**src/mci_settings.svh**
```systemverilog
`ifndef MCI_SETTINGS_SVH
`define MCI_SETTINGS_SVH

////////////////////
// Bus widths
////////////////////

`define MCI_ADDR_W 32
`define MCI_DATA_W 32
`define MCI_USER_W 32

// Entries in each mailbox valid-user list
`define MCI_MBOX_USER_N 5

////////////////////
// Address map
////////////////////

// Control registers, scratch and user lists
`define MCI_REG_BASE   32'h0000_0000
`define MCI_REG_SIZE   32'h0000_0100

// Two mailboxes of 64 words each
`define MCI_MBOX0_BASE 32'h0000_1000
`define MCI_MBOX0_SIZE 32'h0000_0100
`define MCI_MBOX1_BASE 32'h0000_2000
`define MCI_MBOX1_SIZE 32'h0000_0100

// SRAM end follows from its size in KB
`define MCI_SRAM_BASE  32'h0000_4000
`define MCI_SRAM_SIZE_KB_DEF 1

// User accepted by every mailbox
`define MCI_DEF_MBOX_USER 32'hFFFF_FFFF

`endif

```
**src/mci_pkg.sv**
```systemverilog
`default_nettype none
`include "mci_settings.svh"

package mci_pkg;

    // Byte address, data word, byte strobes and AXI user
    typedef logic [`MCI_ADDR_W-1:0]   addr_t;
    typedef logic [`MCI_DATA_W-1:0]   data_t;
    typedef logic [`MCI_DATA_W/8-1:0] strb_t;
    typedef logic [`MCI_USER_W-1:0]   user_t;

    // One mailbox's list of valid users
    typedef user_t [`MCI_MBOX_USER_N-1:0] user_list_t;

    // SRAM wait-state FSM
    typedef enum logic [1:0] {
        IDLE,
        WAIT,
        DONE
    } sram_state_e;

    // Replace the strobed bytes of cur with those of nxt
    function automatic data_t strb_merge(input data_t cur, input data_t nxt, input strb_t strb);
        data_t res;
        res = cur;
        for (int b = 0; b < `MCI_DATA_W/8; b++) begin
            if (strb[b]) begin
                res[8*b +: 8] = nxt[8*b +: 8];
            end
        end
        return res;
    endfunction

endpackage

`default_nettype wire

```
**src/mci_mbox_mem.sv**
```systemverilog
`default_nettype none
`include "mci_settings.svh"

module mci_mbox_mem (
    input  logic           clk,
    input  logic           rst_n,
    input  logic           dv,
    input  mci_pkg::addr_t addr,
    input  mci_pkg::data_t wdata,
    input  mci_pkg::strb_t wstrb,
    input  logic           write,
    output mci_pkg::data_t rdata,
    output logic           hold,
    output logic           error
);
    import mci_pkg::*;

    // Both mailboxes share one size
    localparam int WORDS = `MCI_MBOX0_SIZE / 4;
    localparam int IDX_W = $clog2(WORDS);

    data_t            mem [WORDS];
    logic [IDX_W-1:0] idx;

    // Word offset within the mailbox window
    assign idx = addr[IDX_W+1:2];

    // Zero wait, never errors
    assign rdata = mem[idx];
    assign hold  = 1'b0;
    assign error = 1'b0;

    // Mailbox contents start cleared
    always_ff @(posedge clk or negedge rst_n) begin
        if (!rst_n) begin
            for (int i = 0; i < WORDS; i++) begin
                mem[i] <= '0;
            end
        end else if (dv && write) begin
            mem[idx] <= strb_merge(mem[idx], wdata, wstrb);
        end
    end

endmodule

`default_nettype wire

```
**config.mk**
```make
export PLATFORM = sky130hd
export DESIGN_NAME = mci_mbox_mem
export DESIGN_NICKNAME = d
export VERILOG_FILES = /design/src/mci_pkg.sv /design/src/mci_mbox_mem.sv
export VERILOG_INCLUDE_DIRS = /design/src /design/src/src
export SDC_FILE = /design/constraint.sdc
export NUM_CORES = 2
export LEC_CHECK = 0
export BUFFER_PORTS_ARGS = -buffer_cell sky130_fd_sc_hd__buf_2
export CORE_ASPECT_RATIO = 1.5
export CORE_MARGIN = 4
export CORE_UTILIZATION = 46
export DETAILED_ROUTE_END_ITERATION = 8
export GPL_ROUTABILITY_DRIVEN = 0
export PLACE_DENSITY = 0.65
export SLEW_MARGIN = 20
export SYNTH_ARGS = -nofsm -noshare
export SYNTH_HDL_FRONTEND = slang
export SYNTH_SLANG_ARGS = --single-unit
```
**constraint.sdc**
```tcl
create_clock -name clk -period 7.2 [get_ports clk]
set_clock_uncertainty 0.2 [all_clocks]
set_input_delay 1.44 -clock clk [delete_from_list [all_inputs] [get_ports clk]]
set_output_delay 1.44 -clock clk [all_outputs]
set_load 0.02 [all_outputs]
```
; Word level (Yosys, flattened, before mapping)
; Cells that the tools add are included.
[word_totals]
out_inout_bits = 34
inputBits = 72
register_bits = 2048
[classes]
n_reduce_logical = 2
n_lt_le_gt_ge = 2
muxes = 14
bitwise_logic = 1
[ops]
columns = op, n
row1 = $bwmux W2048, 1
row2 = $bmux W32 S6, 1
row3 = $demux W32 S6, 1
row4 = $mux W32, 3
row5 = $mux W8, 8
row6 = $ge A7 B7 Y1 const B, 1
row7 = $lt A7 B1 Y1 const B, 1
row8 = $not A6 Y7, 1
row9 = $logic_and A1 B1 Y1, 2

; Longest topological paths before layout
[depth]
depth_word = 7
ltp_mapped = 14
depth_no_buf = 7

; Worst setup path after synthesis
; Ideal clock, no wire load.
[synth_path]
kind = in2out
startpoint = in addr[2]
endpoint = out rdata[29]
t_arrival_ns = 3.575
cell_stages = 11
path_slack_ns = 1.985
required_time_ns = 5.560
path_cell_list = buf_4 -> buf_4 -> clkbuf_1 -> clkbuf_1 -> buf_2 -> mux2_2 -> a221oi_1 -> o22ai_1 -> nand2_1 -> nand3_1 -> nand3b_1
[synth_between]
elab_chain_cells = 4
[synth_rtl]
columns = element, line_no
row1 = "start, declared", mci_mbox_mem.sv:8  ; input mci_pkg::addr_t addr,
row2 = $not A6 Y7 (not written as such), mci_mbox_mem.sv:29  ; assign rdata = mem[idx];
row3 = $bmux W32 S6, mci_mbox_mem.sv:29
row4 = $mux W32 (not written as such) (2 in a row), mci_mbox_mem.sv:29
row5 = "end, declared", mci_mbox_mem.sv:12  ; output mci_pkg::data_t rdata,
; No other way between the ends. The select of a mux whose other input is x is not followed.

; Worst setup path after layout
[layout_path]
startpoint = in addr[2]
endpoint = out rdata[10]
; Same word-level chain as after synthesis.

==> summary.md <==
| Metric | Value |
|---|---|
| GRT overflow | 0 |
| CP Max Fanout | 57 |
| Num rows | 198 |
| Sequential power share | 49.8% |
| Arr. time, crit path | 5.12 ns |
| Routed wire per std cell | 30.77 um |
| I/O Buffers | 77 |
| Largest cells by area after synthesis | dfrtp_1 (57%), o21ai_0 (12%), nand2_1 (8.9%) |
| Power share of the clock group | 39.8% |
| Worst setup path class | in -> out |
| Hold Startpoint | mem[1754] |
| Vias | 75.38k |
| Mapped Area | 89490 sq um |
| Ys async rst share | 100.0% |
| Sink Count | 2048 |
| Initial antenna violation count | 19 |
| CP top delay family | buffers and inverters |
| Post-CTS Setup Bufs | 0 |
| Multi-input logic area | 35350 sq um |
| HPWL after detailed placement | 210300 um |
| DRC violations left | 0 |
| FF+latch count, synth | 2048 |
| Fillcell total | 17.53k |
| Setup violators final | 0 |
| Crit share post-route | 93.93% |
| I/O pins | 106 |
| CTS Buffer Depth | 4 |
| Cells after Synth | 9224 |
| Largest Register | mem |
| Fin crit period | 6.763 ns |
| CP Data Required Time | 5.56 ns |
| Largest register FFs | 2048 |
| CTS Buf Count | 192 |
| Global Route Usage Sum | 35.08% |
| Max-slew violation count | 0 |
| CP Cell Sequence | buf_8 -> buf_4 -> mux2_2 -> a221oi_1 -> o22ai_1 -> a2111oi_0 -> nand4_1 -> buf_4 -> buf_2 |
| Worst r2r src | mem[1037] |
| Max stage delay on crit path | 0.70 ns |
| Total power draw | 25780 uW |
| Switch Pwr | 6819 uW |
| Place WS | 0.5873 ns |
| First-pass GRT wire length | 517300 um |
| Crit end category | output pin |
| Worst setup SP type | primary input |
| Status | finished, final reports clean |
| Fmax achieved | 147.9 MHz |
| Post-route ant nets | 0 |
| Worst-path clk slew | 0.06 ns |
| Worst slew margin | 14.32% |
| H-tree levels | 4 |
| Most frequent CP cell | buf_4 |
| Logic gate share of total power | 10.4% |
| Flop2flop setup slack | 3.49 ns |
| Drt total wl | 358200 um |
| Die Span Y | 548.2 um |
| Final WS setup | 0.4372 ns |
| Ys flop type | dfrtp_1 |
| Root Buffer | clkbuf_16 |
| Initial core utilization | 46.19% |
| Yosys top cell area share | 57.27% |
| TritonCTS clock tree | yes |
| Die Wd | 368.1 um |
| Slew @ Worst Pin | 1.282 ns |
| DR pass1 iterations | 6 |
| Yosys top cell by area | dfrtp_1 |
| PostCTS Resize Cnt | 0 |
| Worst setup path startpoint | addr[2] |
| Worst VDD drop | 0.0001883 V |
| Final net count | 8953 |
| Syn_area_per_cell | 9.702 sq um |
| Final hold viol count | 0 |
| Synthesis-to-layout area growth | 11.54% |
| Crit path buf inv count | 4 |
| Yosys warns | 0 |
| Core Region | 193700 sq um |
| Count of cell types in the netlist | 75 |
| Placed cell area | 93510 sq um |
| Die Area | 201800 sq um |
| Post-synth EDFFs | 0 |
| Number of global-route vias before repair | 72.10k |
| P per Cell Area | 258.2 nW/um^2 |
| Clock Latency Late Sink | 0.88 ns |
| Cts hold-fix bufs | 0 |
| Final TNS setup | 0 ns |
| Regs by FF count | mem (2048) |
| Initial DRC Count | 10.21k |
| Cell with the most instances after synthesis | nand2_1 |
| Internal | 18960 uW |
| Post-synth top cells | nand2_1 (2131), o21ai_0 (2059), dfrtp_1 (2048) |
| Storage cell area | 51250 sq um |
| Switching Fraction | 26.46% |
| Largest net degree at the start of global routing | 186 |
| Fraction of layout cells with a size suffix above 1 | 12.05% |
| Sequential area share after synthesis | 57.27% |
| Max-cap violations | 0 |
| CP max-delay cell | a2111oi_0 |
| RSZ-0062 raised after global routing | no |
| Hold crit path type | reg -> reg |
| Design area | 99820 sq um |
| Leak pwr | 0.04376 uW |
| Vias per cell | 6.476 |
[logic make-up (layout without fill, tap and decap cells)]
kind of cell    Yosys count  count (layout)  synth area share [%]
compound gates         3289            3289                 21.98
simple gates           2621            2621                 12.40
flops                  2048            2048                 57.27
buf+inv                 966             765                 4.277
mux                     299             299                 4.073
other cells               1              18              0.004190
[tightest hold or removal path, cell delays in order, from the launching register on]
cell and delay (ns):
dfrtp_1 0.33, nand2_1 0.04, o21ai_0 0.06
[area by class of cell]
type                    count  area share, %
repair buffers            419          3.707
multi-input cells        6211          35.41
diodes                     16        0.04011
inverters                   9        0.04638
clock inverters            52         0.5440
flip-flops and latches   2048          51.34
clock buffers             285          5.648
well taps                2600          3.259
[layer usage]
layer  global-route usage, %  routed length (um)
met5                       0                  37
met4                   25.49               32290
met3                   7.245               39200
met2                   53.43              157500
met1                   44.61              129100
[through the flow]
step	std cells	hold WS (ns)	util, %
4_1_cts	11620	0.2764	51.46
6_report	11640	0.2708	51.52
3_3_place_gp	11280	0.2542	48.24
2_1_floorplan	9225	0.2419	-
5_1_grt	11630	0.2915	51.50
3_5_place_dp	11290	0.2624	48.27
[power by group through the flow]
stage               combinational (uW)  sequential [uW]  clock [uW]
finish                            2680            12800       10300
global route                      2920            12900       10700
CTS                               2630            12800       10300
detailed placement                2620            13000           0
global placement                  2540            13000           0
floorplan                         1500            12900           0
[final timing paths]
| kind | to | cells past startpoint |
|---|---|---|
| setup / recovery | rdata[10] | 9 |
| hold / removal | mem[1754] | 2 |
| setup reg to reg | mem[1165] | 8 |
| hold reg to reg | mem[1754] | 2 |
| max in group asynchronous | mem[1545] | 3 |
| min in group asynchronous | mem[1975] | 1 |
[placed cells by master (no fill, tap or decap), drive strengths merged, types with 10 or more instances in the layout]
cell     netlist  routed
a2111oi       15      15
a211oi        13      13
a21oi        135     135
a221o         48      48
a221oi       256     256
a22o          55      55
a22oi        394     394
a31oi         18      18
buf          194     419
bufinv         0      10
clkbuf       763     285
clkinv         0      40
dfrtp       2048    2048
diode          0      16
inv            9      10
mux2         168     168
mux2i         96      96
mux4          35      35
nand2       2131    2131
nand2b        41      41
nand3         68      68
nand3b        90      90
nand4         12      12
nand4b        10      10
nor2          72      72
nor3          53      53
nor4          17      17
o21ai       2059    2059
o22a          13      13
o22ai        188     188
o2bb2ai       10      10
or3           14      14
or3b          48      48
Power figures use the tool's default switching activity.
