### config.mk
export PLATFORM = sky130hd
export DESIGN_NAME = mci_reg_block
export DESIGN_NICKNAME = d
export VERILOG_FILES = /design/src/mci_pkg.sv /design/src/mci_reg_block.sv
export VERILOG_INCLUDE_DIRS = /design/src /design/src/src
export SDC_FILE = /design/constraint.sdc
export NUM_CORES = 1
export LEC_CHECK = 0
export BUFFER_PORTS_ARGS = -buffer_cell sky130_fd_sc_hd__buf_2
export CORE_ASPECT_RATIO = 0.75
export CORE_MARGIN = 2
export CORE_UTILIZATION = 54
export DETAILED_ROUTE_END_ITERATION = 8
export PLACE_DENSITY = 0.8
export SETUP_SLACK_MARGIN = 0.05
export SYNTH_ARGS = -nofsm -noshare
export SYNTH_HDL_FRONTEND = slang
export SYNTH_SLANG_ARGS = --single-unit
### constraint.sdc
create_clock -name clk -period 2.31 [get_ports clk]
set_input_delay 0.1155 -clock clk [delete_from_list [all_inputs] [get_ports clk]]
set_output_delay 0.1155 -clock clk [all_outputs]
set_load 0.02 [all_outputs]
### src/mci_settings.svh
`ifndef MCI_SETTINGS_SVH
`define MCI_SETTINGS_SVH

////////////////////
// Bus widths
////////////////////

`define MCI_ADDR_W 32
`define MCI_DATA_W 32
`define MCI_USER_W 32

// Entries in each mailbox valid-user list
`define MCI_MBOX_USER_N 5

////////////////////
// Address map
////////////////////

// Control registers, scratch and user lists
`define MCI_REG_BASE   32'h0000_0000
`define MCI_REG_SIZE   32'h0000_0100

// Two mailboxes of 64 words each
`define MCI_MBOX0_BASE 32'h0000_1000
`define MCI_MBOX0_SIZE 32'h0000_0100
`define MCI_MBOX1_BASE 32'h0000_2000
`define MCI_MBOX1_SIZE 32'h0000_0100

// SRAM end follows from its size in KB
`define MCI_SRAM_BASE  32'h0000_4000
`define MCI_SRAM_SIZE_KB_DEF 1

// User accepted by every mailbox
`define MCI_DEF_MBOX_USER 32'hFFFF_FFFF

`endif

### src/mci_pkg.sv
`default_nettype none
`include "mci_settings.svh"

package mci_pkg;

    // Byte address, data word, byte strobes and AXI user
    typedef logic [`MCI_ADDR_W-1:0]   addr_t;
    typedef logic [`MCI_DATA_W-1:0]   data_t;
    typedef logic [`MCI_DATA_W/8-1:0] strb_t;
    typedef logic [`MCI_USER_W-1:0]   user_t;

    // One mailbox's list of valid users
    typedef user_t [`MCI_MBOX_USER_N-1:0] user_list_t;

    // SRAM wait-state FSM
    typedef enum logic [1:0] {
        IDLE,
        WAIT,
        DONE
    } sram_state_e;

    // Replace the strobed bytes of cur with those of nxt
    function automatic data_t strb_merge(input data_t cur, input data_t nxt, input strb_t strb);
        data_t res;
        res = cur;
        for (int b = 0; b < `MCI_DATA_W/8; b++) begin
            if (strb[b]) begin
                res[8*b +: 8] = nxt[8*b +: 8];
            end
        end
        return res;
    endfunction

endpackage

`default_nettype wire

### src/mci_reg_block.sv
`default_nettype none
`include "mci_settings.svh"

module mci_reg_block (
    input  logic                clk,
    input  logic                rst_n,
    input  logic                dv,
    input  mci_pkg::addr_t      addr,
    input  mci_pkg::data_t      wdata,
    input  mci_pkg::strb_t      wstrb,
    input  logic                write,
    input  logic                priv,
    output mci_pkg::data_t      rdata,
    output logic                hold,
    output logic                error,
    output mci_pkg::user_list_t mbox0_users,
    output mci_pkg::user_list_t mbox1_users
);
    import mci_pkg::*;

    localparam int N = `MCI_MBOX_USER_N;

    data_t        scratch;
    logic [7:0]   off;
    logic         sel_scratch;
    logic [N-1:0] sel0;
    logic [N-1:0] sel1;
    logic         list_hit;
    logic         unmapped;
    logic         refused;
    logic         wr_en;

    ////////////////////
    // Offset decode
    ////////////////////

    // Byte offset in the 256-byte window
    assign off         = addr[7:0];
    assign sel_scratch = (off == 8'h00);

    // List 0 at 0x10, list 1 at 0x30, one word per entry
    for (genvar i = 0; i < N; i++) begin : g_sel
        assign sel0[i] = (off == 8'(8'h10 + 4 * i));
        assign sel1[i] = (off == 8'(8'h30 + 4 * i));
    end

    assign list_hit = (|sel0) | (|sel1);
    assign unmapped = ~sel_scratch & ~list_hit;

    // Only privileged writers may touch a user list
    assign refused  = write & list_hit & ~priv;
    assign error    = dv & (unmapped | refused);
    assign hold     = 1'b0;
    assign wr_en    = dv & write & ~unmapped & ~refused;

    // Read mux from current contents
    always_comb begin
        rdata = '0;
        if (sel_scratch) begin
            rdata = scratch;
        end
        for (int i = 0; i < N; i++) begin
            if (sel0[i]) begin
                rdata = mbox0_users[i];
            end
            if (sel1[i]) begin
                rdata = mbox1_users[i];
            end
        end
    end

    ////////////////////
    // Register storage
    ////////////////////

    always_ff @(posedge clk or negedge rst_n) begin
        if (!rst_n) begin
            scratch <= '0;
            for (int i = 0; i < N; i++) begin
                mbox0_users[i] <= `MCI_DEF_MBOX_USER;
                mbox1_users[i] <= `MCI_DEF_MBOX_USER;
            end
        end else if (wr_en) begin
            if (sel_scratch) begin
                scratch <= strb_merge(scratch, wdata, wstrb);
            end
            for (int i = 0; i < N; i++) begin
                if (sel0[i]) begin
                    mbox0_users[i] <= strb_merge(mbox0_users[i], wdata, wstrb);
                end
                if (sel1[i]) begin
                    mbox1_users[i] <= strb_merge(mbox1_users[i], wdata, wstrb);
                end
            end
        end
    end

    // Lists change only on a privileged write
    a_lists_need_priv: assert property (@(posedge clk) disable iff (!rst_n)
        !(dv && write && priv) |=> $stable(mbox0_users) && $stable(mbox1_users));

endmodule

`default_nettype wire

# == After elaboration in Yosys (flattened, before gate mapping) ==
# Cells that the tools add are included.
# op_classes
n_bitwise,14
mux,11
eq_ne,10
n_reduce_logical,47
# op_table
operator,n
$mux W32,11
$reduce_and A3 Y1,44
$eq A8 B6 Y1 const B,5
$eq A8 B5 Y1 const B,4
$reduce_or A5 Y1,2
$eq A8 B7 Y1 const B,1
$logic_not A8 Y1,1
$and A1 B1 Y1,7
$not A1 Y1,5
$or A1 B1 Y1,2
# word_totals
word_cells,126
register_bits,352
output_inout_bits,354

# == Depth between registers and ports, before layout ==
# logic_depth
ltp_word,12
depth_mapped,9

# == Least setup slack after synthesis ==
# No wires, ideal clock.
# synth_timing
path_kind,input to output
from,input port addr[1]
to,output port rdata[16]
path_stages,8
path_slack_ps,-101
t_arrival_ps,2295
cell_sequence,buf_2 or4_4 or3_1 clkbuf_1 clkbuf_1 a211oi_1 nor3_1 o31ai_1
# synth_between
elab_chain_cells,12
word_cells_on_any_way,22
classes_between,10 x eq/ne; 11 x mux; 1 x reduce/logical
# synth_lines
item,line_no,rtl
start: declaration,mci_reg_block.sv:8,"input mci_pkg::addr_t addr,"
$logic_not A8 Y1,mci_reg_block.sv:39,assign sel_scratch = (off == 8'h00);
$mux W32,mci_reg_block.sv:59,if (sel_scratch) begin
$mux W32,mci_reg_block.sv:63,if (sel0[i]) begin
$mux W32,mci_reg_block.sv:66,if (sel1[i]) begin
$mux W32,mci_reg_block.sv:63,
$mux W32,mci_reg_block.sv:66,
$mux W32,mci_reg_block.sv:63,
$mux W32,mci_reg_block.sv:66,
$mux W32,mci_reg_block.sv:63,
$mux W32,mci_reg_block.sv:66,
$mux W32,mci_reg_block.sv:63,
$mux W32 (*),mci_reg_block.sv:66,
end: declaration,mci_reg_block.sv:13,"output mci_pkg::data_t rdata,"
# Every way passes the cells marked *; elsewhere a longest branch is shown, timed or not.

# == Worst setup path in the final report ==
# layout_timing
from,input port addr[0]
to,output port rdata[19]
# Same word-level chain as after synthesis.

==> out/qor.yml <==
run_status: "finished, final reports clean"
mappedNetlistNets: 1469
drt-initial-drc-count: 1588
r2r_worst_path_depth: 1
timing.critical_path.fanout_max: 7
fin_total_pwr_mw: 13.3
areaGrowthSynthToFinish_pct: 30.5
finish.net_count: 1962
setup_repair_after_global_routing_missed_its_margin: "yes"
summed_instance_area_of_the_synthesized_netlist_um2: 17800
detailedPlacementHpwl_um: 46600
worstMarginPinSlew_ns: 0.583
ys.flop_type: "sky130_fd_sc_hd__dfstp_2"
post_drt_via_cell_ratio: 6.46
clkTransAtPathRegs_ns: 0.06
synthesis.area_per_instance_um2: 12.8
final_max_slew_viol_count: 0
crit_path_dat_ns: 2.19
synth-edff-count: 0
fp.dieH_um: 161
initial_antenna_violation_count: 1
achievable-frequency_ghz: 0.434
power_density_relative_to_cell_area_nw_per_um2: 574
most_common_library_cell_in_the_layout_ignoring_fill_and_taps: "sky130_fd_sc_hd__buf_2"
sequential_share_of_the_synthesized_area_pct: 51.7
finalHoldViolations: 0
yosys_register_bits: 352
crit_path_end_kind: "output port"
grt_pass1_vias: 15410
htree_levels: 2
mapped_cells: 1396
fin_crit_ns: 2.31
port_buffers: 401
slowest_delay_ns: 0.57
ys_types: 59
holdPathStages: 2
drt.antenna.violating_nets: 0
power.leakage_nw: 11.1
max-vdd-ir-drop_mv: 0.459
critical_path_cell_count: 9
cts-root-to-sink-buffers: 3
die_w_um: 214
floorplan.io_pins: 427
start_util_pct: 54.9
timing.critical_path.cells: "buf_2 -> or4_4 -> or3_4 -> buf_8 -> buf_12 -> a211oi_2 -> nor3_1 -> o31ai_2 -> buf_4"
grt_first_pass_wirelength_um: 98300
finalClockSkew_ns: 0
worstSetupPathType: "in2out"
die_area_um2: 34500
cp_required_ns: 2.19
route.vias.total: 15249
path_delay_family: "simple AND/OR/NAND/NOR gates"
grt_usage_pct: 38.8
grt_max_degree: 79
drv_cap: 0
timing.slew.headroom_pct: 61.1
worstPathBufferInverterCount: 4
grt.overflow.total: 0
async_flop_share_pct: 100
routed_wire_length_per_instance_um: 28.7
detailed_routing_iterations_pass_1: 6
clk_lat_worst_skew_ns: 0.54
fp.coreArea_um2: 32400
rows: 57
routabilityCongestion: 0.928
detail_route.drc_violations: 0
finalCritPeriodShare_pct: 99.8
timing.final.setup_violations: 0
hp-class: "in2reg"
final_core_util_pct: 71.6
final_layout_size_suffix_gt1_share_pct: 71.8
routed_wire_length_um: 67900
numCtsBuffers: 37
setup-tns-final_ns: 0
synth-warning-count: 0
clk_root_buffer_cell: "sky130_fd_sc_hd__clkbuf_16"
cpMaxStageDelayCell: "sky130_fd_sc_hd__or4_4"
final_cell_mix: "sky130_fd_sc_hd__buf_2 (383), sky130_fd_sc_hd__mux2_2 (330), sky130_fd_sc_hd__dfstp_2 (320)"
cts_tree: "yes"
cts.sinks: 352
setup.worst_path.start_class: "input port"
==> registers in the layout, summed over array words and instances, names as in the netlist <==
signal       cells
mbox0_users    160
scratch         32
mbox1_users    160
==> what timing repair did <==
action / CTS / global route
hold buffers: 31 / 0
setup buffers: 3 / 0
gates resized for setup: 20 / 57
endpoints found under the setup margin: 24 / 28
pin swaps: 4 / 8
gates cloned: 1 / 0
hold endpoints to repair: 331 / 0
==> routing by layer <==
| metal | track usage (%) | up-vias | share of wire [%] |
|---|---|---|---|
| met5 | 0 | - | 0 |
| met3 | 11.9 | 221 | 12 |
| met4 | 16.8 | 0 | 4.4 |
| met1 | 51.6 | 7694 | 39 |
| li1 | - | 6260 | - |
| met2 | 58.9 | 1074 | 45 |
==> synth_stat cells, types with 3 or more instances <==
cell type	instances	area [µm²]
sky130_fd_sc_hd__nand2_1	75	282
sky130_fd_sc_hd__o21ai_0	62	310
sky130_fd_sc_hd__buf_2	8	40.0
sky130_fd_sc_hd__nor3_1	28	140
sky130_fd_sc_hd__or3_1	3	18.8
sky130_fd_sc_hd__a21o_1	17	128
sky130_fd_sc_hd__o221ai_1	6	52.6
sky130_fd_sc_hd__a22oi_1	28	210
sky130_fd_sc_hd__o2bb2ai_1	15	131
sky130_fd_sc_hd__a21oi_1	28	140
sky130_fd_sc_hd__nand2b_1	3	18.8
sky130_fd_sc_hd__buf_1	8	30.0
sky130_fd_sc_hd__nor2_1	26	97.6
sky130_fd_sc_hd__and2_1	7	43.8
sky130_fd_sc_hd__nor2_2	4	25.0
sky130_fd_sc_hd__mux2_1	24	270
sky130_fd_sc_hd__mux2_2	330	3720
sky130_fd_sc_hd__and3_1	3	18.8
sky130_fd_sc_hd__a211oi_1	13	97.6
sky130_fd_sc_hd__nand3b_1	3	22.5
sky130_fd_sc_hd__a21boi_0	15	113
sky130_fd_sc_hd__nand4_4	30	638
sky130_fd_sc_hd__o221a_2	15	169
sky130_fd_sc_hd__o211ai_1	16	120
sky130_fd_sc_hd__o32ai_1	4	35.0
sky130_fd_sc_hd__o22ai_1	35	219
sky130_fd_sc_hd__clkbuf_1	101	379
sky130_fd_sc_hd__nand4_2	3	37.5
sky130_fd_sc_hd__nor2b_1	13	81.3
sky130_fd_sc_hd__a221oi_1	16	140
sky130_fd_sc_hd__inv_1	7	26.3
sky130_fd_sc_hd__nand4_1	8	50.1
sky130_fd_sc_hd__mux2i_1	25	250
sky130_fd_sc_hd__dfrtp_1	32	801
sky130_fd_sc_hd__nor3b_1	3	22.5
sky130_fd_sc_hd__o31ai_1	11	82.6
sky130_fd_sc_hd__dfstp_2	320	8410
sky130_fd_sc_hd__nand3_1	10	50.1
sky130_fd_sc_hd__buf_8	3	45.0
sky130_fd_sc_hd__nor4b_1	5	43.8
sky130_fd_sc_hd__o22a_1	8	70.1
==> power breakdown <==
group,internal (mW),switching [mW],total (mW)
logic,0.264,0.597,0.862
registers,6.21,0.00993,6.22
clock network,3.68,2.57,6.25
==> path summary, 6_finish.rpt <==
| path | slack [ns] | start | end |
|---|---|---|---|
| max | 0.004 | addr[0] | rdata[19] |
| max in group asynchronous | 1.25 | rst_n | mbox0_users[83] |
| max reg2reg | 1.49 | mbox1_users[92] | mbox1_users[92] |
| min | 0.04 | wdata[2] | mbox0_users[98] |
| min in group asynchronous | 0.17 | rst_n | scratch[7] |
| min reg2reg | 0.50 | scratch[18] | scratch[18] |
==> cells by family after synthesis <==
family / after synthesis / synth area share (%)
other: 1 / 0.0211
DFF: 352 / 51.7
buffers and inverters: 129 / 3.01
AOI/OAI and AO/OA: 302 / 12.0
and+or+nand+nor: 232 / 9.37
muxes: 379 / 23.8
adders and majority gates: 1 / 0.0562
==> through the flow <==
step | setup WS (ns) | cell area [µm²] | cells | hold WS, ns
2_1_floorplan | 0.0362 | 17900 | 1396 | -0.180
3_3_place_gp | -0.139 | 21300 | 2257 | 0.126
3_5_place_dp | -0.173 | 21300 | 2257 | 0.131
4_1_cts | 0.00931 | 23000 | 2360 | 0.00772
5_1_grt | -0.00405 | 23200 | 2361 | 0.0373
6_report | 0.00415 | 23200 | 2362 | 0.0402
==> area by class of cell <==
class	instances	area, µm²
repair buffers	576	3750
flip-flops and latches	352	9210
multi-input cells	915	8420
clock inverters	13	130
well taps	442	553
inverters	7	26.3
clock buffers	55	1150
diodes	2	5.00
fillers	2248	9210
Note: power is estimated with default switching activity, not from simulation.
