[src/mci_settings.svh]
`ifndef MCI_SETTINGS_SVH
`define MCI_SETTINGS_SVH

////////////////////
// Bus widths
////////////////////

`define MCI_ADDR_W 32
`define MCI_DATA_W 32
`define MCI_USER_W 32

// Entries in each mailbox valid-user list
`define MCI_MBOX_USER_N 5

////////////////////
// Address map
////////////////////

// Control registers, scratch and user lists
`define MCI_REG_BASE   32'h0000_0000
`define MCI_REG_SIZE   32'h0000_0100

// Two mailboxes of 64 words each
`define MCI_MBOX0_BASE 32'h0000_1000
`define MCI_MBOX0_SIZE 32'h0000_0100
`define MCI_MBOX1_BASE 32'h0000_2000
`define MCI_MBOX1_SIZE 32'h0000_0100

// SRAM end follows from its size in KB
`define MCI_SRAM_BASE  32'h0000_4000
`define MCI_SRAM_SIZE_KB_DEF 1

// User accepted by every mailbox
`define MCI_DEF_MBOX_USER 32'hFFFF_FFFF

`endif

[src/mci_pkg.sv]
`default_nettype none
`include "mci_settings.svh"

package mci_pkg;

    // Byte address, data word, byte strobes and AXI user
    typedef logic [`MCI_ADDR_W-1:0]   addr_t;
    typedef logic [`MCI_DATA_W-1:0]   data_t;
    typedef logic [`MCI_DATA_W/8-1:0] strb_t;
    typedef logic [`MCI_USER_W-1:0]   user_t;

    // One mailbox's list of valid users
    typedef user_t [`MCI_MBOX_USER_N-1:0] user_list_t;

    // SRAM wait-state FSM
    typedef enum logic [1:0] {
        IDLE,
        WAIT,
        DONE
    } sram_state_e;

    // Replace the strobed bytes of cur with those of nxt
    function automatic data_t strb_merge(input data_t cur, input data_t nxt, input strb_t strb);
        data_t res;
        res = cur;
        for (int b = 0; b < `MCI_DATA_W/8; b++) begin
            if (strb[b]) begin
                res[8*b +: 8] = nxt[8*b +: 8];
            end
        end
        return res;
    endfunction

endpackage

`default_nettype wire

[src/mci_sub_decode.sv]
`default_nettype none
`include "mci_settings.svh"

module mci_sub_decode #(
    parameter int SRAM_SIZE_KB = `MCI_SRAM_SIZE_KB_DEF
) (
    // Requester side
    input  logic                dv,
    input  mci_pkg::addr_t      addr,
    input  mci_pkg::data_t      wdata,
    input  mci_pkg::strb_t      wstrb,
    input  logic                write,
    input  mci_pkg::user_t      user,
    output mci_pkg::data_t      rdata,
    output logic                hold,
    output logic                error,

    // Register block
    output logic                reg_dv,
    input  mci_pkg::data_t      reg_rdata,
    input  logic                reg_hold,
    input  logic                reg_error,

    // SRAM
    output logic                sram_dv,
    input  mci_pkg::data_t      sram_rdata,
    input  logic                sram_hold,
    input  logic                sram_error,

    // Mailbox 0
    output logic                mbox0_dv,
    input  mci_pkg::data_t      mbox0_rdata,
    input  logic                mbox0_hold,
    input  logic                mbox0_error,

    // Mailbox 1
    output logic                mbox1_dv,
    input  mci_pkg::data_t      mbox1_rdata,
    input  logic                mbox1_hold,
    input  logic                mbox1_error,

    // Request fields seen by every target
    output mci_pkg::addr_t      tgt_addr,
    output mci_pkg::data_t      tgt_wdata,
    output mci_pkg::strb_t      tgt_wstrb,
    output logic                tgt_write,

    // Mailbox valid-user lists
    input  mci_pkg::user_list_t mbox0_users,
    input  mci_pkg::user_list_t mbox1_users,

    // Privileged user straps
    input  mci_pkg::user_t      strap_lsu_user,
    input  mci_pkg::user_t      strap_ifu_user,
    input  mci_pkg::user_t      strap_cptra_user,
    input  mci_pkg::user_t      strap_debug_user,

    // Privileged request flags
    output logic                lsu_req,
    output logic                ifu_req,
    output logic                mcu_req,
    output logic                debug_req,
    output logic                cptra_req
);
    import mci_pkg::*;

    // Inclusive region limits over the full address
    localparam addr_t REG_LO   = `MCI_REG_BASE;
    localparam addr_t REG_HI   = `MCI_REG_BASE + `MCI_REG_SIZE - 1;
    localparam addr_t MBOX0_LO = `MCI_MBOX0_BASE;
    localparam addr_t MBOX0_HI = `MCI_MBOX0_BASE + `MCI_MBOX0_SIZE - 1;
    localparam addr_t MBOX1_LO = `MCI_MBOX1_BASE;
    localparam addr_t MBOX1_HI = `MCI_MBOX1_BASE + `MCI_MBOX1_SIZE - 1;
    localparam addr_t SRAM_LO  = `MCI_SRAM_BASE;
    localparam addr_t SRAM_HI  = `MCI_SRAM_BASE + SRAM_SIZE_KB * 1024 - 1;

    logic in_reg;
    logic in_sram;
    logic in_mbox0;
    logic in_mbox1;
    logic full_strb;
    logic mbox0_ok;
    logic mbox1_ok;
    logic dbg_match;
    logic miss;

    // User found in any entry of a list
    function automatic logic in_list(input user_list_t list, input user_t u);
        logic hit;
        hit = 1'b0;
        for (int i = 0; i < `MCI_MBOX_USER_N; i++) begin
            hit |= (list[i] == u);
        end
        return hit;
    endfunction

    ////////////////////
    // Region decode
    ////////////////////

    assign in_reg   = addr inside {[REG_LO:REG_HI]};
    assign in_sram  = addr inside {[SRAM_LO:SRAM_HI]};
    assign in_mbox0 = addr inside {[MBOX0_LO:MBOX0_HI]};
    assign in_mbox1 = addr inside {[MBOX1_LO:MBOX1_HI]};

    // Reads pass, writes need every byte lane
    assign full_strb = ~write | (&wstrb);

    // Listed user, default user, MCU or debug
    assign mbox0_ok = in_list(mbox0_users, user) | (user == `MCI_DEF_MBOX_USER)
                    | mcu_req | debug_req;
    assign mbox1_ok = in_list(mbox1_users, user) | (user == `MCI_DEF_MBOX_USER)
                    | mcu_req | debug_req;

    assign reg_dv   = dv & in_reg;
    assign sram_dv  = dv & in_sram;
    assign mbox0_dv = dv & in_mbox0 & mbox0_ok & full_strb;
    assign mbox1_dv = dv & in_mbox1 & mbox1_ok & full_strb;

    // Same request fields to all targets
    assign tgt_addr  = addr;
    assign tgt_wdata = wdata;
    assign tgt_wstrb = wstrb;
    assign tgt_write = write;

    ////////////////////
    // Privileged users
    ////////////////////

    assign lsu_req   = dv & (user == strap_lsu_user);
    assign ifu_req   = dv & (user == strap_ifu_user);
    assign mcu_req   = lsu_req | ifu_req;
    assign cptra_req = dv & (user == strap_cptra_user);

    // Debug strap of zero disables, all ones forces every request
    assign dbg_match = (|strap_debug_user) & (user == strap_debug_user);
    assign debug_req = dv & ((&strap_debug_user) | dbg_match);

    ////////////////////
    // Response return
    ////////////////////

    // Request that reached no target
    assign miss = dv & ~(reg_dv | sram_dv | mbox0_dv | mbox1_dv);

    assign rdata = reg_dv   ? reg_rdata   :
                   sram_dv  ? sram_rdata  :
                   mbox0_dv ? mbox0_rdata :
                   mbox1_dv ? mbox1_rdata :
                   '0;

    assign hold  = (reg_dv & reg_hold) | (sram_dv & sram_hold)
                 | (mbox0_dv & mbox0_hold) | (mbox1_dv & mbox1_hold);

    assign error = (reg_dv & reg_error) | (sram_dv & sram_error)
                 | (mbox0_dv & mbox0_error) | (mbox1_dv & mbox1_error) | miss;

    // Regions of the map must never overlap
    always_comb begin
        a_one_target: assert final ($onehot0({reg_dv, sram_dv, mbox0_dv, mbox1_dv}))
            else $error("decode selected more than one target");
    end

endmodule

`default_nettype wire

[config.mk]
export PLATFORM = sky130hd
export DESIGN_NAME = mci_sub_decode
export DESIGN_NICKNAME = d
export VERILOG_FILES = /design/src/mci_pkg.sv /design/src/mci_sub_decode.sv
export VERILOG_INCLUDE_DIRS = /design/src /design/src/src
export SDC_FILE = /design/constraint.sdc
export NUM_CORES = 1
export LEC_CHECK = 0
export BUFFER_PORTS_ARGS = -buffer_cell sky130_fd_sc_hd__buf_2
export CAP_MARGIN = 20
export CORE_AREA = 2 2 315 317
export DETAILED_ROUTE_END_ITERATION = 16
export DIE_AREA = 0 0 317 319
export SYNTH_ARGS = -nofsm -noshare
export SYNTH_HDL_FRONTEND = slang
export SYNTH_SLANG_ARGS = --single-unit
[constraint.sdc]
create_clock -name vclk -period 4.09
set_input_delay 0.818 -clock vclk [all_inputs]
set_output_delay 0.818 -clock vclk [all_outputs]
set_load 0.005 [all_outputs]
=== After elaboration in Yosys (flattened, before gate mapping) ===
Cells that the tools add are included.

* Muxes and demuxes: 4
* Add/sub/neg operators: 0
* Multiply operators: 0
* Equal/unequal tests: 15
* Reduce and logical (&&, ||, !) cells: 7
* Shift operators: 0
* Div/mod/pow operators: 0
* Bitwise gates (word level): 51
* Magnitude comparators: 8

{| class="wikitable"
|+ Operator list
! kind !! number
|-
| $eq 32x32->1 || 14
|-
| $mux 32 || 4
|-
| $eq 32x32->1 const B || 1
|-
| $ge 32x1->1 const B || 1
|-
| $ge 32x13->1 const B || 1
|-
| $ge 32x14->1 const B || 1
|-
| $ge 32x15->1 const B || 1
|-
| $le 32x13->1 const B || 1
|-
| $le 32x14->1 const B || 1
|-
| $le 32x15->1 const B || 1
|-
| $le 32x8->1 const B || 1
|-
| $reduce_and 32->1 || 1
|-
| $reduce_or 32->1 || 1
|-
| $or 1x1->1 || 27
|-
| $and 1x1->1 || 22
|-
| $logic_and 1x1->1 || 4
|-
| $reduce_and 4->1 || 1
|-
| $not 1->1 || 2
|}

* Word-level logic and storage cells: 85
* Output and inout bits: 112
* ROM bits: 0
* Bits of input ports: 686
* Bits in registers: 0
* Memories: 0
* Latch bits: 0
* RAM bits: 0

=== Depth between registers and ports, before layout ===
Gate-level depths: netlist (run 1).

* Depth in word-level cells: 15
* Mapped depth: 11
* Mapped depth without buffers: 8

=== Worst setup path after synthesis (run 1) ===
OpenSTA, ideal clock, no wires.

* Kind: input to output
* Start point: input port user[7]
* End point: output port rdata[0]
* Slack: 631 ps
* Cell stages on the path: 10
* Data arrival time: 2,641 ps
* Buffers on the path: 2
* Cell sequence: buf_4 -> xor2_1 -> nor4_1 -> o2111ai_1 -> nor4_2 -> nor4_4 -> a31oi_4 -> buf_6 -> nand2_1 -> a21oi_1

* Cells in the longest elaborated chain, start to end: 14

{| class="wikitable"
|+ RTL lines
! element !! line !! RTL
|-
| start, declared || mci_sub_decode.sv:13 || <nowiki>input mci_pkg::user_t user,</nowiki>
|-
| $eq 32x32->1 || mci_sub_decode.sv:92 || <nowiki>hit |= (list[i] == u);</nowiki>
|-
| $or 1x1->1 (4 in series) || mci_sub_decode.sv:92 ||
|-
| $or 1x1->1 (2 in series) || mci_sub_decode.sv:112 || <nowiki>assign mbox1_ok = in_list(mbox1_users, user) | (user == `MCI_DEF_MBOX_USER)</nowiki>
|-
| $or 1x1->1 (*) || mci_sub_decode.sv:112 ||
|-
| $and 1x1->1 (*) (2 in series) || mci_sub_decode.sv:118 || <nowiki>assign mbox1_dv = dv & in_mbox1 & mbox1_ok & full_strb;</nowiki>
|-
| via mbox1_dv || mci_sub_decode.sv:37 || <nowiki>output logic mbox1_dv,</nowiki>
|-
| $mux 32 (*) || mci_sub_decode.sv:149 || <nowiki>mbox1_dv ? mbox1_rdata :</nowiki>
|-
| $mux 32 (*) || mci_sub_decode.sv:148 || <nowiki>mbox0_dv ? mbox0_rdata :</nowiki>
|-
| $mux 32 (*) || mci_sub_decode.sv:147 || <nowiki>sram_dv ? sram_rdata :</nowiki>
|-
| $mux 32 (*) || mci_sub_decode.sv:146 || <nowiki>assign rdata = reg_dv ? reg_rdata :</nowiki>
|-
| end, declared || mci_sub_decode.sv:14 || <nowiki>output mci_pkg::data_t rdata,</nowiki>
|}

Mark *: on every way through the listed nets, which the timed path passes. The rest lies on a longest branch.

=== Worst setup path after layout (run 1) ===
* Start point: input port user[31]
* End point: output port rdata[0]

* Cells in the longest elaborated chain, start to end: 14

{| class="wikitable"
|+ RTL lines
! element !! line
|-
| $eq 32x32->1 || mci_sub_decode.sv:92
|-
| $or 1x1->1 (4 in series) || mci_sub_decode.sv:92
|-
| $or 1x1->1 (3 in series) || mci_sub_decode.sv:112
|-
| $and 1x1->1 (2 in series) || mci_sub_decode.sv:118
|-
| $mux 32 || mci_sub_decode.sv:149
|-
| $mux 32 (*) || mci_sub_decode.sv:148
|-
| $mux 32 (*) || mci_sub_decode.sv:147
|-
| $mux 32 (*) || mci_sub_decode.sv:146
|}

Every way passes the cells marked *; elsewhere a longest branch is shown, timed or not.

==> results of run 1 <==
==> metrics by stage <==
stage                     std cells  total power, W  hold slack, ns
after global routing           3098        0.001644           1.636
after global placement         3052        0.001440           1.636
final                          3104        0.001545           1.636
after floorplan                 952       0.0005287           1.717
after detailed placement       3052        0.001429           1.636
after CTS                      3079        0.001555           1.636
==> power groups by stage <==
stage | registers (W) | logic [W] | clock network, W
6_report | 0 | 0.00154 | 0.000000000290
5_1_grt | 0 | 0.00164 | 0.000000000247
3_3_place_gp | 0 | 0.00144 | 0
2_1_floorplan | 0 | 0.000529 | 0
3_5_place_dp | 0 | 0.00143 | 0
4_1_cts | 0 | 0.00156 | 0
==> cell type report <==
cell class / count / area (sq um)
Antenna cell: 14 / 35.03
Fill cell: 11090 / 82080
Inverter: 2 / 7.507
Multi-Input combinational cell: 799 / 6938
Tap cell: 1287 / 1610
Timing Repair Buffer: 1002 / 7030
==> metal layers <==
| layer | vias up | part of all wire, % | wire length (microns) | global-route usage (%) |
|---|---|---|---|---|
| met3 | 144 | 7.1 | 5861 | 2.699 |
| met5 | - | 0.12 | 100 | 0 |
| met2 | 752 | 46 | 38530 | 25.93 |
| met4 | 14 | 3.6 | 3013 | 4.570 |
| met1 | 5216 | 43 | 35520 | 19.64 |
| li1 | 4973 | - | - | - |
==> critical path: cells and delay by family <==
kind / cells / cell delay (ns)
XOR/XNOR: 1 / 0.26
buffers and inverters: 8 / 1.08
AND/OR/NAND/NOR: 3 / 0.81
AO/OA/AOI/OAI: 3 / 0.57
==> kinds of logic (layout without fill, tap and decap cells) <==
| group | Yosys count | in the layout | synth area share, % |
|---|---|---|---|
| AO/OA/AOI/OAI | 108 | 108 | 9.452 |
| buffers and inverters | 153 | 1004 | 14.66 |
| XOR/XNOR | 448 | 448 | 55.41 |
| AND/OR/NAND/NOR | 243 | 243 | 20.48 |
| other | 0 | 14 | 0 |
==> worst paths after layout <==
check	cells past startpoint	start	slack, ns	endpoint
worst max-delay path	15	user[31]	-0.32	rdata[0]
worst min-delay path	0	wdata[18]	1.64	tgt_wdata[18]
==> cell usage in the layout, fill, tap and decap left out, types with 3 or more instances in the layout <==
cell and instances:
nand2_4 5, buf_4 180, nor3_1 4, o22ai_1 32
nor4_4 12, nand3_1 10, nand4_1 71, diode_2 14
xnor2_4 3, buf_12 73, xnor2_1 151, buf_6 31
nand2_1 27, a31oi_4 8, a21oi_1 12, nor4_2 13
nor2_1 4, buf_8 19, a21oi_2 20, nor4_1 73
xor2_1 264, xor2_4 5, nor2_2 4, a31oi_1 24
xor2_2 20, buf_2 695, nand2_2 8, xnor2_2 5
==> repair_timing <==
action / in CTS / in global routing
setup endpoints to repair: 37 / 36
cloned: 3 / 2
setup buffers: 29 / 10
gates resized for setup: 200 / 52
pin swaps: 53 / 31
==> metrics, run 1 <==
outcome finished with violations; failing checks negative setup slack; largest net degree at the start of global routing 28; Required @ worst endpoint 3.27 ns; Leak Pwr 6.915 nW; Worst Max-Slew Pin Slew 0.6505 ns; most common library cells after synthesis 289 x xor2_1, 159 x xnor2_1, 101 x buf_4; Arr. time, crit path 3.59 ns; minimum clock period after layout around 4.4 ns; share of cells above drive strength 1 ~62%; post-synth top area share 35.74%; max cap viols 0; period utilization 107.9%; IO Port Bufs between 700 and 800; FFs & Latches 0; Synthesized Nets 1638; Hold Path Class input pin to output port; Seq. cell area 0 sq um; core area 0.09770 sq mm; Area Overhead vs Synth 120.6%; combinational share of power 100.0%; RePlAce Congestion around 0.96; RSZ-0062 raised after global routing true; most numerous cell in the Yosys netlist xor2_1; DP Area 0.01386 sq mm; Finished Cell Area 0.01562 sq mm; fmax 226.7 MHz; Synth Warn # 0; Initial Util 7.249%; sw power 0.0007837 W; Final Hold Vio Count 0; # setup viols final 35; cell count after synthesis 952; post-synthesis sequential area ratio 0%; peak supply drop 0.03999 mV; critical path launch point type input pin; drt wl/cell 26.75 microns; synth top area cells xor2_1 36%, xnor2_1 20%, buf_4 11%; Synth cell types 34; Core Rows approximately 120; dpl ws -1.325 ns; antenna violations before repair 33; Crit path top cell by count buf_8; First-pass DRT Iterations 5; WS Path Type input pin to output port; Core Util, Final 15.99%; Die Y 319 microns; switching part of the total power 50.74%; Ports ~800; area leader, netlist xor2_1; DRT iter0 DRCs 591; CP peak stage delay 0.55 ns; Worst slew margin 56.32%; GRT overflow 0; # clk buffers 0; sequential share of power 0%; die area 0.1011 sq mm; worst path cell trace buf_8 > buf_8 > buf_12 > buf_8 > xnor2_4 > nand4_1 > nor4_4 > a21oi_4 > a31oi_4 > buf_12 > buf_12 > buf_8 > nand2_1 > a21oi_2 > buf_2; Clock power frac 0%; Max Slew Vio Count 0; final worst slack -0.3217 ns; global-route wire length before repair 102000 microns; Pwr Density 98.88 mW/mm^2; P_int around 0.00076 W; mapped cell area roughly 0.0071 sq mm; Crit-path slowest cell nor4_4; nets between 2000 and 2500; DRC Markers 0; drt total wl 83030 microns; final setup TNS -8.296 ns; post-route antenna net violation count 0; CP Max Fanout 10; Worst Setup End Kind output port; die width 317 microns; hpwl dp 73210 microns; CTS Hold Bufs 0; vias per cell approximately 3.6; syn_area_per_cell 7.439 sq um; vias in the first global route 11490; GRT Total Usage 15.33%; DR vias 11100
No activity file was read; power rests on OpenSTA's default activity.
==> run 2, diff against run 1 <==
- BUFFER_PORTS_ARGS: -buffer_cell sky130_fd_sc_hd__buf_2 -> -buffer_cell sky130_fd_sc_hd__buf_4
==> run 2 against run 1 <==
- flip-flop and latch count unchanged
- final cell count down 1.2%
- combinational power grew 8%
- worst hold slack stayed put
- the flow still finishes with violations (negative setup slack)
- global-route usage is 0.24 points higher
==> metrics, run 2 (synthesized netlist as in run 1, its figures left out) <==
drt total wl 83620 microns (+0.71%); final setup TNS -2.207 ns (+6.090 ns); antenna violations before repair 13 (-61%); Arr. time, crit path 3.41 ns (-0.18 ns); Max Slew Vio Count 0 (unchanged); Required @ worst endpoint 3.27 ns (about the same); Hold Path Class input pin to output port; vias per cell 3.586 (+0.30%); Finished Cell Area 0.01670 sq mm (+6.9%); fmax 236.2 MHz (+4.2%); outcome finished with violations; largest net degree at the start of global routing 35 (+25%); Seq. cell area 0 sq um (unchanged); most frequent cells in the layout 867 x buf_4, 277 x xor2_1, 153 x xnor2_1; First-pass DRT Iterations 5 (unchanged); DP Area 0.01544 sq mm (+11%); period utilization 103.5% (-4.4 points); CTS Hold Bufs 0 (unchanged); area of the multi-input gates 0.006809 sq mm (-1.9%); commonest non-fill, non-tap cell in the layout buf_4; Pwr Density 99.29 mW/mm^2 (+0.41%); max cap viols 0 (unchanged); post-route antenna net violation count 0 (unchanged); Area Overhead vs Synth 135.9%; drt wl/cell 27.27 microns (+2.0%); Final Hold Slack 1.636 ns (unchanged); failing checks negative setup slack; GRT overflow 0 (unchanged); IO Port Bufs 718 (unchanged); DRC Markers 0 (unchanged); GRT Total Usage 15.56% (+0.24 points); # setup viols final 29 (-17%); nets 2464 (-1.1%); die width 317 microns (unchanged); Ports 798 (unchanged); hpwl dp 74320 microns (+1.5%); CP peak stage delay 0.33 ns (-0.22 ns); share of cells above drive strength 1 61.66% (-0.46 points); die area 0.1011 sq mm (unchanged); critical path launch point type input pin; Final Hold Vio Count 0 (unchanged); family with the most delay on the worst path buffers and inverters; Leak Pwr 7.182 nW (+3.9%); peak supply drop 0.04750 mV (+19%); WS Path Type input pin to output port; minimum clock period after layout 4.233 ns (-0.1788 ns); Critical path buffers and inverters 7 (-1); Worst slew margin 63.23% (+6.9 points); core area 0.09770 sq mm (unchanged); DR vias 11000 (-0.93%); vias in the first global route 11880 (+3.4%); global-route wire length before repair 105100 microns (+3.1%); Core Rows 115 (unchanged); Crit-path slowest cell nand4_1; fillcell total 11100 (+0.13%); Worst Max-Slew Pin Slew 0.5474 ns (-0.1031 ns); Initial Util 7.249% (unchanged); RePlAce Congestion 0.9281 (-3.2%); final worst slack -0.1429 ns (+0.1788 ns); Worst Setup End Kind output port; Die Y 319 microns (unchanged); RSZ-0062 raised after global routing true; CP Max Fanout 8 (-2); worst path cell trace buf_6 > buf_4 > xor2_1 > nor4_2 > nand4_1 > nor2_2 > a211oi_4 > buf_6 > a31oi_4 > buf_12 > buf_8 > buf_8 > nand2_4 > a21oi_2 > buf_4; FFs & Latches 0 (unchanged); # clk buffers 0 (unchanged); DRT iter0 DRCs 473 (-20%); dpl ws -0.9440 ns (+0.3806 ns)
==> run 2: cell types whose count changed in the layout (fill, tap and decap cells not counted), sizes merged <==
cell | before | now
clkbuf | 2 | 0
diode | 14 | 3
buf | 1000 | 975
==> run 2: layout make-up <==
type | count | share of cell area (%)
multi-input combinational | 799 | 40.76
antenna | 3 | 0.04494
tap | 1287 | 9.640
inverter | 2 | 0.04494
timing repair buffer | 975 | 49.51
==> run 2: repair_timing <==
| action | 4_1_cts | 5_1_grt |
|---|---|---|
| resized for setup | 195 | 29 |
| buffers inserted | 19 | 5 |
| endpoints found under the setup margin | 36 | 35 |
| pin swaps | 58 | 24 |
| gates cloned | 1 | 0 |
==> run 2: power by group <==
part / switching [W] / internal [W] / leakage [nW]
clock: 0 / 0.0000000000985 / 0.0000190
sequential: 0 / 0 / 0
combinational: 0.000768 / 0.000891 / 7.18
total: 0.000768 / 0.000891 / 7.18
==> run 2: worst paths after layout <==
kind	start	end	cells after the start	slack, ns
worst max-delay path	user[28]	rdata[20]	15	-0.14
worst min-delay path	wdata[18]	tgt_wdata[18]	0	1.64
==> run 2: routing by layer <==
layer  share of wire (%)  track usage (%)  vias to the layer above
met5                0.11                0                        -
met4                 2.7            3.920                       14
met3                 7.4            2.933                      109
met2                  48            26.87                      691
met1                  42            19.65                     5265
li1                    -                -                     4917
==> run 2: through the flow <==
step	power (W)	std cells	utilization (%)
after floorplan	0.0005287	952	-
after global placement	0.001585	3045	15.81
after detailed placement	0.001576	3045	15.81
after CTS	0.001679	3059	16.93
after global routing	0.001758	3066	17.10
final	0.001658	3066	17.10
==> run 3, diff against run 2 <==
- GPL_TIMING_DRIVEN: default -> 0
==> run 3 against run 2 <==
- via count fell by 0.24%
- critical endpoint is now error
- flip-flop and latch count unchanged
- the flow still finishes with violations (negative setup slack)
- power decreased by 0.28%
- non-clock buffer count fell by 14
- critical path depth shrank 2
- global-route usage about the same
- largest cell class unchanged
- routed wire length is 0.67% higher
- utilization decreased by 0.16 points
- die area is the same
- worst hold slack improved by 0.17 ns
- final cell count fell by 0.26%
- first-iteration DRC count rose by 9.9%
==> metrics, run 3 (synthesized netlist as in run 1, its figures left out) <==
outcome finished with violations; failing checks negative setup slack; nets 2450 (-0.57%); Seq. cell area 0 sq um (unchanged); GRT overflow 0 (unchanged); First-pass DRT Iterations 5 (unchanged); WS Path Type input pin to output port; Ports 798 (unchanged); minimum clock period after layout 4.277 ns (+0.04455 ns); peak supply drop 0.03872 mV (-18%); Area Overhead vs Synth 133.6%; final worst slack -0.1875 ns (-0.04455 ns); drt wl/cell 27.53 microns (+0.93%); global-route wire length before repair 102900 microns (-2.1%); Hold Path Class input pin to output port; Worst slew margin 42.80% (-20 points); # clk buffers 0 (unchanged); GRT Max-Usage Layer met2; dpl ws -1.621 ns (-0.6765 ns); antenna violations before repair 17 (+4); vias per cell 3.587 (about the same); fmax 233.8 MHz (-1.0%); CP Max Fanout 10 (+2); DRT iter0 DRCs 520 (+9.9%); largest net degree at the start of global routing 11 (-69%); period utilization 104.6% (+1.1 points); RePlAce Congestion 0.8849 (-4.7%); hold depth 2 (+2); start point of the worst hold path wdata[4]; Leak Pwr 7.137 nW (-0.63%); CTS Hold Bufs 0 (unchanged); Die Y 319 microns (unchanged); overall power 0.001654 W (-0.28%); drt total wl 84180 microns (+0.67%); M1 GR Usage 19.45% (-0.20 points); vias in the first global route 11210 (-5.7%); GR Layer Usage met2 26.01% (-0.87 points); Required @ worst endpoint 3.27 ns (about the same); # setup viols final 33 (+14%); DR vias 10970 (-0.24%); met3 Track Usage GR 3.232% (+0.30 points); Arr. time, crit path 3.46 ns (+0.05 ns); Final Hold Vio Count 0 (unchanged); core area 0.09770 sq mm (unchanged); Worst Setup End Kind output port; Worst Max-Slew Pin Slew 0.8580 ns (+0.3106 ns); Initial Util 7.249% (unchanged); max cap viols 0 (unchanged); FFs & Latches 0 (unchanged); die area 0.1011 sq mm (unchanged); IO Port Bufs 726 (+1.1%); die width 317 microns (unchanged); most frequent cells in the layout 856 x buf_4, 276 x xor2_1, 150 x xnor2_1; placed insts 2969 (-2.5%); Core Rows 115 (unchanged); fillcell total 11070 (-0.27%); hpwl dp 68000 microns (-8.5%); Cell Count, Final, Fillers Out 3058 (-0.26%); hold endpoint tgt_wdata[4]; GRT Total Usage 15.55% (about the same); Max Slew Vio Count 0 (unchanged); Pwr Density 99.97 mW/mm^2 (+0.68%); post-route antenna net violation count 0 (unchanged); critical path launch point type input pin; DRC Markers 0 (unchanged); RSZ-0062 raised after global routing true; share of cells above drive strength 1 59.65% (-2.0 points); commonest non-fill, non-tap cell in the layout buf_4
run 3: changes by cell type in the layout (fill, tap and decap cells not counted), sizes merged:
cell / before / now
bufbuf: 0 / 1
diode: 3 / 9
buf: 975 / 948
clkbuf: 0 / 12
run 3: cell type report:
| cell class | instances | area [sq um] | share of cell area [%] |
|---|---|---|---|
| Antenna cell | 9 | 22.52 | 0.1361 |
| Buffer | 151 | 1769 | 10.69 |
| Inverter | 2 | 7.507 | 0.04538 |
| Multi-Input combinational cell | 799 | 6751 | 40.81 |
| Tap cell | 1287 | 1610 | 9.734 |
| Timing Repair Buffer | 810 | 6382 | 38.58 |
run 3: routing by layer:
metal	up-vias	wire [microns]	part of all wire [%]
met5	-	99	0.12
met4	14	3382	4.0
met3	139	6123	7.3
met2	735	39330	47
met1	5185	35250	42
li1	4897	-	-
run 3: how the worst max path moves through the flow:
stage,endpoint,from,slack (ns)
floorplan,rdata[0],user[7],0.63
global placement,rdata[0],user[24],-2.08
detailed placement,rdata[0],user[0],-1.62
CTS,error,user[7],-0.22
global route,error,user[6],-0.25
finish,error,user[9],-0.19
run 3: timing repair:
action / 4_1_cts / 5_1_grt
gates resized for setup: 261 / 55
pin swaps: 26 / 35
cloned: 2 / 1
endpoints found under the setup margin: 37 / 35
setup buffers: 63 / 16
endpoints found under the hold margin: 0 / 0
run 3: critical path: stages:
cell      delay, ns
buf_4          0.18
buf_12         0.19
xor2_2         0.23
nor4_2         0.47
nand4_1        0.24
nor2_2         0.20
a21oi_4        0.08
a31oi_4        0.24
buf_12         0.17
buf_8          0.11
a211oi_2       0.04
a211o_1        0.29
buf_6          0.12
run 3: power breakdown:
group	total, W	switching [W]	leakage, nW	internal [W]
clock	0.000000000222	0	0.0000570	0.000000000222
sequential	0	0	0	0
combinational	0.00165	0.000764	7.14	0.000890
run 3: metrics by stage:
step / util, % / hold slack, ns / setup TNS, ns / cell area [sq um]
6_report: 16.93 / 1.801 / -4.121 / 16540
5_1_grt: 16.92 / 1.806 / -5.685 / 16530
4_1_cts: 16.44 / 1.802 / -4.427 / 16060
3_5_place_dp: 14.51 / 1.802 / -52.40 / 14180
3_3_place_gp: 14.48 / 1.802 / -68.23 / 14140
2_1_floorplan: - / 1.717 / 0 / 7082
